<file path="src/common/cpu_pkg.sv">
// Types, instruction field positions, opcodes and select codes shared by every stage of the core
package cpu_pkg;

   localparam int WORD_W     = 16;
   localparam int NUM_REGS   = 8;
   localparam int DMEM_WORDS = 256;

   typedef logic [WORD_W-1:0]             word_t;
   typedef logic [WORD_W-1:0]             instr_t;
   typedef logic [$clog2(NUM_REGS)-1:0]   reg_idx_t;
   typedef logic [7:0]                    pc_t;
   typedef logic [$clog2(DMEM_WORDS)-1:0] dmem_addr_t;
   typedef logic [3:0]                    opcode_t;
   typedef logic [1:0]                    alu_op_t;
   typedef logic [1:0]                    fwd_sel_t;

   // Instruction layout
   localparam int OPC_HI = 15;
   localparam int OPC_LO = 12;
   localparam int RD_HI  = 11;
   localparam int RD_LO  = 9;
   localparam int RS1_HI = 8;
   localparam int RS1_LO = 6;
   localparam int RS2_HI = 5;
   localparam int RS2_LO = 3;
   localparam int IMM_HI = 5;
   localparam int IMM_LO = 0;
   localparam int IMM_W  = IMM_HI - IMM_LO + 1;

   // Opcodes, 8 to 14 are undefined
   localparam opcode_t OP_ADD  = 4'h0;
   localparam opcode_t OP_SUB  = 4'h1;
   localparam opcode_t OP_AND  = 4'h2;
   localparam opcode_t OP_XOR  = 4'h3;
   localparam opcode_t OP_ADDI = 4'h4;
   localparam opcode_t OP_LD   = 4'h5;
   localparam opcode_t OP_ST   = 4'h6;
   localparam opcode_t OP_BEQZ = 4'h7;
   localparam opcode_t OP_HALT = 4'hF;

   localparam alu_op_t ALU_ADD = 2'd0;
   localparam alu_op_t ALU_SUB = 2'd1;
   localparam alu_op_t ALU_AND = 2'd2;
   localparam alu_op_t ALU_XOR = 2'd3;

   // Operand sources in execute
   localparam fwd_sel_t FWD_NONE = 2'd0;
   localparam fwd_sel_t FWD_MEM  = 2'd1;
   localparam fwd_sel_t FWD_WB   = 2'd2;

endpackage
</file>
<file path="src/common/pipe_if.sv">
// Pipeline register bundles and the hazard bus that tie the core stages to the hazard unit
`timescale 1ns/100ps

interface id_ex_if;
   import cpu_pkg::*;

   logic     valid;
   pc_t      pc;
   word_t    rs1_val;
   word_t    rs2_val;
   reg_idx_t rs1;
   reg_idx_t rs2;
   reg_idx_t rd;
   word_t    imm;
   alu_op_t  alu_op;
   logic     use_imm;
   logic     is_load;
   logic     is_store;
   logic     is_branch;
   logic     reg_write;
   logic     is_halt;

   modport source (output valid, pc, rs1_val, rs2_val, rs1, rs2, rd, imm, alu_op,
                   use_imm, is_load, is_store, is_branch, reg_write, is_halt);
   modport sink (input valid, pc, rs1_val, rs2_val, rs1, rs2, rd, imm, alu_op,
                 use_imm, is_load, is_store, is_branch, reg_write, is_halt);
   modport monitor (input valid, rs1, rs2, rd, is_load, reg_write);
endinterface

interface ex_mem_if;
   import cpu_pkg::*;

   logic     valid;
   word_t    result;
   word_t    store_data;
   reg_idx_t rd;
   logic     is_load;
   logic     is_store;
   logic     reg_write;
   logic     is_halt;

   modport source (output valid, result, store_data, rd, is_load, is_store, reg_write, is_halt);
   modport sink (input valid, result, store_data, rd, is_load, is_store, reg_write, is_halt);
   modport monitor (input valid, rd, is_load, reg_write);
endinterface

interface hazard_if;
   import cpu_pkg::*;

   // Decode side sources
   reg_idx_t dec_rs1;
   reg_idx_t dec_rs2;
   logic     dec_use_a;
   logic     dec_use_b;
   // Writeback port
   reg_idx_t wb_rd;
   logic     wb_we;
   word_t    wb_data;
   // Hazard unit results
   logic     stall;
   fwd_sel_t fwd_a;
   fwd_sel_t fwd_b;

   modport decode (output dec_rs1, dec_rs2, dec_use_a, dec_use_b,
                   input stall, wb_rd, wb_we, wb_data);
   modport execute (input fwd_a, fwd_b, wb_data);
   modport memory (output wb_rd, wb_we, wb_data);
   modport unit (input dec_rs1, dec_rs2, dec_use_a, dec_use_b, wb_rd, wb_we,
                 output stall, fwd_a, fwd_b);
endinterface

</file>
<file path="src/hdl/cpu_top.sv">
// Top level of the five-stage core: stages, hazard unit, instruction port and retire port
`timescale 1ns/100ps

module cpu_top (
   input  logic              clk,
   input  logic              rst_n,
   output cpu_pkg::pc_t      imem_addr,
   input  cpu_pkg::instr_t   imem_data,
   output logic              wb_valid,
   output cpu_pkg::reg_idx_t wb_reg,
   output cpu_pkg::word_t    wb_data,
   output logic              halted,
   output logic              err
);
   import cpu_pkg::*;

   logic   fd_valid;
   pc_t    fd_pc;
   instr_t fd_instr;
   logic   branch_taken;
   pc_t    branch_target;
   logic   halt_seen;

   id_ex_if  i_id_ex ();
   ex_mem_if i_ex_mem ();
   hazard_if i_hazard ();

   fetch_stage i_fetch_stage (
      .clk           (clk),
      .rst_n         (rst_n),
      .stall         (i_hazard.stall),
      .branch_taken  (branch_taken),
      .branch_target (branch_target),
      .halt_seen     (halt_seen),
      .imem_addr     (imem_addr),
      .imem_data     (imem_data),
      .fd_valid      (fd_valid),
      .fd_pc         (fd_pc),
      .fd_instr      (fd_instr)
   );

   // Taken branch kills the instruction in decode
   decode_stage i_decode_stage (
      .clk       (clk),
      .rst_n     (rst_n),
      .fd_valid  (fd_valid),
      .fd_pc     (fd_pc),
      .fd_instr  (fd_instr),
      .flush     (branch_taken),
      .hz        (i_hazard.decode),
      .de        (i_id_ex.source),
      .halt_seen (halt_seen),
      .err       (err)
   );

   execute_stage i_execute_stage (
      .clk           (clk),
      .rst_n         (rst_n),
      .de            (i_id_ex.sink),
      .hz            (i_hazard.execute),
      .branch_taken  (branch_taken),
      .branch_target (branch_target),
      .em            (i_ex_mem.source)
   );

   memory_stage i_memory_stage (
      .clk      (clk),
      .rst_n    (rst_n),
      .em       (i_ex_mem.sink),
      .hz       (i_hazard.memory),
      .wb_valid (wb_valid),
      .wb_reg   (wb_reg),
      .wb_data  (wb_data),
      .halted   (halted)
   );

   hazard_unit i_hazard_unit (
      .hz (i_hazard.unit),
      .de (i_id_ex.monitor),
      .em (i_ex_mem.monitor)
   );

   // A load in memory never has a reader of its rd right behind it in execute
   a_no_load_forward: assert property (@(posedge clk) disable iff (!rst_n)
      (i_ex_mem.valid && i_ex_mem.is_load && i_id_ex.valid && !i_id_ex.is_halt) |->
         (i_id_ex.rs1 != i_ex_mem.rd &&
          (i_id_ex.rs2 != i_ex_mem.rd || i_id_ex.is_branch ||
           (i_id_ex.use_imm && !i_id_ex.is_store))));

endmodule

</file>
<file path="src/hdl/hazard_unit.sv">
// Load-use stall detection and operand forward selects, watching the pipeline registers
`timescale 1ns/100ps

module hazard_unit (
   hazard_if.unit    hz,
   id_ex_if.monitor  de,
   ex_mem_if.monitor em
);
   import cpu_pkg::*;

   logic load_in_ex;
   logic mem_fwd_ok;

   function automatic fwd_sel_t select_source(input reg_idx_t src, input logic mem_ok,
                                              input reg_idx_t mem_rd, input logic wb_we,
                                              input reg_idx_t wb_rd);
      fwd_sel_t sel;
      if (mem_ok && mem_rd == src) begin
         sel = FWD_MEM;
      end else if (wb_we && wb_rd == src) begin
         sel = FWD_WB;
      end else begin
         sel = FWD_NONE;
      end
      return sel;
   endfunction

   // Load result not ready until writeback
   assign load_in_ex = de.valid & de.is_load & de.reg_write;

   assign hz.stall = load_in_ex &
                     ((hz.dec_use_a && hz.dec_rs1 == de.rd) ||
                      (hz.dec_use_b && hz.dec_rs2 == de.rd));

   assign mem_fwd_ok = em.valid & em.reg_write & ~em.is_load;

   assign hz.fwd_a = select_source(de.rs1, mem_fwd_ok, em.rd, hz.wb_we, hz.wb_rd);
   assign hz.fwd_b = select_source(de.rs2, mem_fwd_ok, em.rd, hz.wb_we, hz.wb_rd);

endmodule

</file>
<file path="src/pipeline/memory_stage.sv">
// Data RAM, memory/writeback register and the retire outputs
`timescale 1ns/100ps

module memory_stage (
   input  logic             clk,
   input  logic             rst_n,
   ex_mem_if.sink           em,
   hazard_if.memory         hz,
   output logic             wb_valid,
   output cpu_pkg::reg_idx_t wb_reg,
   output cpu_pkg::word_t   wb_data,
   output logic             halted
);
   import cpu_pkg::*;

   word_t      dmem [DMEM_WORDS];
   dmem_addr_t addr;
   word_t      rd_data;

   // Low bits of the ALU result address the RAM
   assign addr    = dmem_addr_t'(em.result);
   assign rd_data = dmem[addr];

   always_ff @(posedge clk) begin
      if (em.valid && em.is_store) begin
         dmem[addr] <= em.store_data;
      end
   end

   always_ff @(posedge clk or negedge rst_n) begin
      if (!rst_n) begin
         wb_valid <= 1'b0;
         halted   <= 1'b0;
      end else begin
         wb_valid <= em.valid & em.reg_write;
         // Sticky until reset
         halted   <= halted | (em.valid & em.is_halt);
      end
   end

   always_ff @(posedge clk) begin
      wb_reg  <= em.rd;
      wb_data <= em.is_load ? rd_data : em.result;
   end

   assign hz.wb_we   = wb_valid;
   assign hz.wb_rd   = wb_reg;
   assign hz.wb_data = wb_data;

endmodule

</file>
<file path="src/pipeline/execute_stage.sv">
// Operand forwarding, ALU, branch resolution and the execute/memory register
`timescale 1ns/100ps

module execute_stage (
   input  logic         clk,
   input  logic         rst_n,
   id_ex_if.sink        de,
   hazard_if.execute    hz,
   output logic         branch_taken,
   output cpu_pkg::pc_t branch_target,
   ex_mem_if.source     em
);
   import cpu_pkg::*;

   word_t op_a;
   word_t op_b;
   word_t alu_in_b;
   word_t alu_res;

   function automatic word_t pick_operand(input fwd_sel_t sel, input word_t reg_val,
                                          input word_t mem_val, input word_t wb_val);
      word_t val;
      case (sel)
         FWD_MEM: val = mem_val;
         FWD_WB:  val = wb_val;
         default: val = reg_val;
      endcase
      return val;
   endfunction

   assign op_a = pick_operand(hz.fwd_a, de.rs1_val, em.result, hz.wb_data);
   assign op_b = pick_operand(hz.fwd_b, de.rs2_val, em.result, hz.wb_data);

   // Immediate forms compute base plus offset
   assign alu_in_b = de.use_imm ? de.imm : op_b;

   always_comb begin
      case (de.alu_op)
         ALU_SUB: alu_res = op_a - alu_in_b;
         ALU_AND: alu_res = op_a & alu_in_b;
         ALU_XOR: alu_res = op_a ^ alu_in_b;
         default: alu_res = op_a + alu_in_b;
      endcase
   end

   // BEQZ tests the forwarded first operand
   assign branch_taken  = de.valid & de.is_branch & (op_a == '0);
   assign branch_target = de.pc + pc_t'(1) + pc_t'(de.imm);

   always_ff @(posedge clk or negedge rst_n) begin
      if (!rst_n) begin
         em.valid     <= 1'b0;
         em.is_load   <= 1'b0;
         em.is_store  <= 1'b0;
         em.reg_write <= 1'b0;
         em.is_halt   <= 1'b0;
      end else begin
         em.valid     <= de.valid;
         em.is_load   <= de.is_load;
         em.is_store  <= de.is_store;
         em.reg_write <= de.reg_write;
         em.is_halt   <= de.is_halt;
      end
   end

   // Store data is the forwarded rd value
   always_ff @(posedge clk) begin
      em.result     <= alu_res;
      em.store_data <= op_b;
      em.rd         <= de.rd;
   end

endmodule

</file>
<file path="src/pipeline/decode_stage.sv">
// Register file with write bypass, instruction decode, error flag and decode/execute register
`timescale 1ns/100ps

module decode_stage (
   input  logic            clk,
   input  logic            rst_n,
   input  logic            fd_valid,
   input  cpu_pkg::pc_t    fd_pc,
   input  cpu_pkg::instr_t fd_instr,
   input  logic            flush,
   hazard_if.decode        hz,
   id_ex_if.source         de,
   output logic            halt_seen,
   output logic            err
);
   import cpu_pkg::*;

   word_t    regs [NUM_REGS];
   opcode_t  opcode;
   reg_idx_t rd;
   reg_idx_t rs1;
   reg_idx_t rs2;
   word_t    rs1_val;
   word_t    rs2_val;
   word_t    imm_ext;
   alu_op_t  alu_op;
   logic     use_a, use_b, use_imm, src_b_rd;
   logic     is_load, is_store, is_branch, reg_write, is_halt, illegal;
   logic     live;
   logic     bubble;
   logic     halt_q;

   assign opcode  = fd_instr[OPC_HI:OPC_LO];
   assign rd      = fd_instr[RD_HI:RD_LO];
   assign rs1     = fd_instr[RS1_HI:RS1_LO];
   assign imm_ext = {{(WORD_W-IMM_W){fd_instr[IMM_HI]}}, fd_instr[IMM_HI:IMM_LO]};

   // ST and BEQZ read rd on the second port
   assign rs2 = src_b_rd ? rd : fd_instr[RS2_HI:RS2_LO];

   always_comb begin
      alu_op    = ALU_ADD;
      use_a     = 1'b0;
      use_b     = 1'b0;
      use_imm   = 1'b0;
      src_b_rd  = 1'b0;
      is_load   = 1'b0;
      is_store  = 1'b0;
      is_branch = 1'b0;
      reg_write = 1'b0;
      is_halt   = 1'b0;
      illegal   = 1'b0;
      case (opcode)
         OP_ADD, OP_SUB, OP_AND, OP_XOR: begin
            alu_op    = alu_op_t'(opcode);
            use_a     = 1'b1;
            use_b     = 1'b1;
            reg_write = 1'b1;
         end
         OP_ADDI: begin
            use_a     = 1'b1;
            use_imm   = 1'b1;
            reg_write = 1'b1;
         end
         OP_LD: begin
            use_a     = 1'b1;
            use_imm   = 1'b1;
            is_load   = 1'b1;
            reg_write = 1'b1;
         end
         OP_ST: begin
            use_a    = 1'b1;
            use_b    = 1'b1;
            use_imm  = 1'b1;
            src_b_rd = 1'b1;
            is_store = 1'b1;
         end
         OP_BEQZ: begin
            use_a     = 1'b1;
            src_b_rd  = 1'b1;
            is_branch = 1'b1;
         end
         OP_HALT: is_halt = 1'b1;
         default: illegal = 1'b1;
      endcase
   end

   // Register file, writeback wins over the stored value
   always_ff @(posedge clk or negedge rst_n) begin
      if (!rst_n) begin
         for (int i = 0; i < NUM_REGS; i++) begin
            regs[i] <= '0;
         end
      end else if (hz.wb_we) begin
         regs[hz.wb_rd] <= hz.wb_data;
      end
   end

   assign rs1_val = (hz.wb_we && hz.wb_rd == rs1) ? hz.wb_data : regs[rs1];
   assign rs2_val = (hz.wb_we && hz.wb_rd == rs2) ? hz.wb_data : regs[rs2];

   assign hz.dec_rs1   = rs1;
   assign hz.dec_rs2   = rs2;
   assign hz.dec_use_a = fd_valid & use_a;
   assign hz.dec_use_b = fd_valid & use_b;

   // Instruction is on the architectural path
   assign live      = fd_valid & ~flush;
   assign bubble    = ~live | hz.stall | illegal;
   assign halt_seen = halt_q | (live & is_halt);

   always_ff @(posedge clk or negedge rst_n) begin
      if (!rst_n) begin
         halt_q       <= 1'b0;
         err          <= 1'b0;
         de.valid     <= 1'b0;
         de.use_imm   <= 1'b0;
         de.is_load   <= 1'b0;
         de.is_store  <= 1'b0;
         de.is_branch <= 1'b0;
         de.reg_write <= 1'b0;
         de.is_halt   <= 1'b0;
      end else begin
         halt_q       <= halt_seen;
         err          <= err | (live & illegal);
         de.valid     <= ~bubble;
         de.use_imm   <= ~bubble & use_imm;
         de.is_load   <= ~bubble & is_load;
         de.is_store  <= ~bubble & is_store;
         de.is_branch <= ~bubble & is_branch;
         de.reg_write <= ~bubble & reg_write;
         de.is_halt   <= ~bubble & is_halt;
      end
   end

   always_ff @(posedge clk) begin
      de.pc      <= fd_pc;
      de.rs1_val <= rs1_val;
      de.rs2_val <= rs2_val;
      de.rs1     <= rs1;
      de.rs2     <= rs2;
      de.rd      <= rd;
      de.imm     <= imm_ext;
      de.alu_op  <= alu_op;
   end

endmodule

</file>
<file path="src/pipeline/fetch_stage.sv">
// Program counter and fetch/decode register, fed by the external instruction read port
`timescale 1ns/100ps

module fetch_stage (
   input  logic            clk,
   input  logic            rst_n,
   input  logic            stall,
   input  logic            branch_taken,
   input  cpu_pkg::pc_t    branch_target,
   input  logic            halt_seen,
   output cpu_pkg::pc_t    imem_addr,
   input  cpu_pkg::instr_t imem_data,
   output logic            fd_valid,
   output cpu_pkg::pc_t    fd_pc,
   output cpu_pkg::instr_t fd_instr
);
   import cpu_pkg::*;

   pc_t pc;

   assign imem_addr = pc;

   // Redirect beats stall, stall beats halt
   always_ff @(posedge clk or negedge rst_n) begin
      if (!rst_n) begin
         pc       <= '0;
         fd_valid <= 1'b0;
      end else if (branch_taken) begin
         pc       <= branch_target;
         fd_valid <= 1'b0;
      end else if (!stall) begin
         if (halt_seen) begin
            fd_valid <= 1'b0;
         end else begin
            pc       <= pc + pc_t'(1);
            fd_valid <= 1'b1;
         end
      end
   end

   // Instruction and its address, no reset needed
   always_ff @(posedge clk) begin
      if (!stall && !branch_taken) begin
         fd_pc    <= pc;
         fd_instr <= imem_data;
      end
   end

   // A load in execute and a branch in execute cannot coexist
   a_no_stall_on_branch: assert property (@(posedge clk) disable iff (!rst_n)
      !(stall && branch_taken && fd_valid));

endmodule

</file>
<file path="config.mk">
export PLATFORM = sky130hd
export DESIGN_NAME = cpu_top
export DESIGN_NICKNAME = d
export VERILOG_FILES = /design/src/common/cpu_pkg.sv /design/src/common/pipe_if.sv /design/src/hdl/cpu_top.sv /design/src/hdl/hazard_unit.sv /design/src/pipeline/memory_stage.sv /design/src/pipeline/execute_stage.sv /design/src/pipeline/decode_stage.sv /design/src/pipeline/fetch_stage.sv
export SDC_FILE = /design/constraint.sdc
export NUM_CORES = 2
export LEC_CHECK = 0
export BUFFER_PORTS_ARGS = -buffer_cell sky130_fd_sc_hd__buf_2
export CORE_MARGIN = 4
export CORE_UTILIZATION = 27
export DETAILED_ROUTE_END_ITERATION = 12
export SETUP_SLACK_MARGIN = 0.5
export SLEW_MARGIN = 25
export SYNTH_ARGS = -nofsm -noshare
export SYNTH_HDL_FRONTEND = slang
export SYNTH_HIERARCHICAL = 1
export SYNTH_SLANG_ARGS = --single-unit
</file>
<file path="constraint.sdc">
create_clock -name clk -period 6.5 [get_ports clk]
set_clock_uncertainty 0.15 [all_clocks]
set_input_delay 0.325 -clock clk [delete_from_list [all_inputs] [get_ports clk]]
set_output_delay 0.325 -clock clk [all_outputs]
set_load 0.01 [all_outputs]
</file>
==> run summary <==
Status: finished, final reports clean
P_leak: 63.2 nW
Worst hold path startpoint: i_fetch_stage/fd_pc[1]
Worst hold slack: 193 ps
Clock latency on the worst-skew pair: 1050 ps
Core area: 0.642 mm2
CTS tree: built
Pwr/cell area: 422 mW/mm2
Worst vdd ir: 0.288 mV
DIE HEIGHT: 811 um
Top_reg_cell synth: edfxtp_1
CTS buffer count: 441
Fmax: 180 MHz
Mapped Cells: 8384
Placed insts: 17000
Final setup TNS: 0 ps
Avg Inst Size Synth: 20.8 um2
Max-slew violation count: 0
Hold EP: i_decode_stage/de.pc[1]
Number of nets still failing antenna checks after routing: 0
Period utilisation layout: 85.6%
Setup crit end kind: flop
Initial Utilization: 27.1%
DRC: 0
RSZ-0062 raised after global routing: false
Total Nets Final: 8943
Max clock buf depth: 4
P&R area growth vs syn: 15.7%
DRT iter0 DRCs: 13200
Worst path slowest cell: ha_1
Pre-CTS WS: 1090 ps
Reg2reg setup slack: 940 ps
Worst path depth: 19
Post-synth EDFFs: 4120
Clock sink count: 4384
Yosys top cell area share: 71.1%
Worst EP required: 7200 ps
Cells along the critical path: nand3b_1, nor4_2, nor2_1, ha_1, buf_4, nor2b_1, nor3_2, nor4_4, nand3_1, nand2_1, xor2_1, ha_1, a21o_1, o311a_1, o31a_1, o21ai_1, o21ai_0, xnor2_1, o21ai_1
Critical Path AT: 6260 ps
Clock root cell: clkbuf_16
R2r worst-path depth: 19
DIE AREA: 0.658 mm2
Warning count from the yosys run: 6
Synth async-reset ratio: 3.49%
Synthesized cell area: 0.174 mm2
Layout Utilization: 31.4%
Max cap viols: 0
Largest net degree at the start of global routing: 201
Tot Pwr: 85.0 mW
WS Path Type: flop to flop
Final number of setup-violating endpoints: 0
Number of global-route vias before repair: 87900
Final setup margin: 937 ps
Wire per inst: 29.2 um
DP Area: 0.187 mm2
Total track usage: 15.3%
Largest stage delay on the critical path: 540 ps
Initial antenna violation count: 36
Syn_nets: 8453
Synth cell types: 104
Row count: 294
IO Pins: 48
Via density: 5.07
IO buf count: 47
Drt first pass iters: 8
CTS resizes: 0
Worst Path Max Fanout: 26
HPWL Detailed: 319000 um
Headroom to the max-slew limit: 18.9%
H-tree depth: 5
R2r startpoint: i_execute_stage/em.is_load
Hold WC Path Type: flop to flop
Final instance area: 0.201 mm2
Post-synth top area cell: edfxtp_1
Startpoint Class: flop
DR vias: 90400
Synth area leaders: edfxtp_1 (71%), mux4_2 (14%), mux2i_1 (2.3%)
First-pass GRT wire length: 724000 um
GPL Wtd Cong: 0.889
Slew @ Worst Pin: 1210 ps
Gr ovfl total: 0
Hold Fails Final Rpt: 0
Layout Cells excl Fill: 17800
Worst r2r dst: i_execute_stage/em.result[15]
Hold path cells: 0
Clock transition at the registers of the reported paths: 60 ps
Crit-path leading delay family: simple AND/OR/NAND/NOR gates
Layout cell share with drive strength beyond 1: 28.9%
Chip width: 811 um
WL final: 522000 um
Min Clock Period, post-route: 5560 ps
Worst path bufs/invs: 1
Sequential-to-total area share from yosys stat: 74.5%
Synth Register Bits: 4384
## report_power, final
part           switching (mW)  internal (mW)  total (mW)
Combinational            16.1           8.21        24.3
Clock                    11.0           13.8        24.8
Sequential               1.74           34.2        35.9
## state kept, by name, indices dropped and copies added (netlist names), 16 cells and up
name                           count
i_memory_stage/hz.wb_data         16
i_fetch_stage/fd_instr            16
i_decode_stage/de.rs1_val         16
i_decode_stage/de.rs2_val         16
i_execute_stage/em.result         16
i_memory_stage/dmem             4096
i_decode_stage/regs              128
i_execute_stage/em.store_data     16
## layout make-up
type | instances | area, um2
inverter | 45 | 183
fill | 61100 | 440000
clock inverter | 261 | 2380
tap | 8584 | 10700
antenna | 16 | 40.0
clock buffer | 549 | 11600
timing repair buffer | 595 | 5010
multi-input combinational | 3407 | 41700
sequential | 4384 | 130000
## worst max-delay path by stage
| stage | startpoint | endpoint | slack [ps] |
|---|---|---|---|
| 4_1_cts | i_execute_stage/em.is_load | i_execute_stage/em.result[15] | 980 |
| 2_1_floorplan | i_execute_stage/em.is_load | i_execute_stage/em.result[14] | 1950 |
| 3_5_place_dp | i_execute_stage/em.is_load | i_execute_stage/em.result[15] | 1090 |
| 5_1_grt | i_execute_stage/em.is_load | i_execute_stage/em.result[15] | 550 |
| 3_3_place_gp | i_execute_stage/em.is_load | i_execute_stage/em.result[15] | 1030 |
| 6_report | i_execute_stage/em.is_load | i_execute_stage/em.result[15] | 940 |
## routing by layer
| metal | global-route usage [%] | up-vias | wire (um) |
|---|---|---|---|
| li1 | - | 35900 | - |
| met1 | 21.0 | 48600 | 207000 |
| met2 | 23.5 | 4898 | 235000 |
| met3 | 3.14 | 979 | 51000 |
| met4 | 7.05 | 6 | 27900 |
| met5 | 0 | - | 47 |
## cell usage in the layout, fill, tap and decap left out, types with 152 or more instances in the layout
master     synthesis  final
a22oi_1          159    159
buf_4             99    469
clkbuf_16          0    446
dfrtp_1          153    152
edfxtp_1        4120   4120
mux2i_1          395    394
mux4_2          1072   1072
nand2_1          227    208
nor2_1           400    216
nor2_2             0    155
## worst register-to-register path, stage by stage, from the launching register on
cell      delay (ps)
dfrtp_2          390
nand3b_1         210
nor4_2           510
nor2_1           170
ha_1             540
buf_4            330
nor2b_1          260
nor3_2           110
nor4_4           350
nand3_1          170
nand2_1          120
xor2_1           160
ha_1             310
a21o_1           230
o311a_1          400
o31a_1           300
o21ai_1          240
o21ai_0          150
xnor2_1          150
o21ai_1           80
## kinds of logic after synthesis
| family | Yosys count | synth area share [%] |
|---|---|---|
| DFF | 4384 | 74.5 |
| muxes | 1652 | 17.4 |
| AOI/OAI and AO/OA | 708 | 2.90 |
| xor gates and xnor gates | 59 | 0.297 |
| and+or+nand+nor | 937 | 2.46 |
| adders and majority gates | 51 | 0.375 |
| buffers and inverters | 593 | 2.01 |
## synthesized netlist by cell type, types with 37 or more instances
cell type / count
nand2_1: 227
ha_1: 49
buf_2: 106
dfrtp_1: 153
nand3_1: 87
buf_4: 99
dfxtp_1: 111
clkbuf_1: 207
edfxtp_1: 4120
mux2i_1: 395
a21oi_1: 100
buf_6: 67
nor2_1: 400
buf_1: 50
o21ai_0: 91
nor3_1: 37
a22oi_1: 159
mux4_2: 1072
o22ai_1: 45
xnor2_1: 38
inv_1: 42
mux2_2: 149
## repair_timing
action                    in CTS  in global routing
hold buffers                  35                  0
hold endpoints to repair      99                  0
buffers inserted               0                  0
Note: power is estimated with default switching activity, not from simulation.
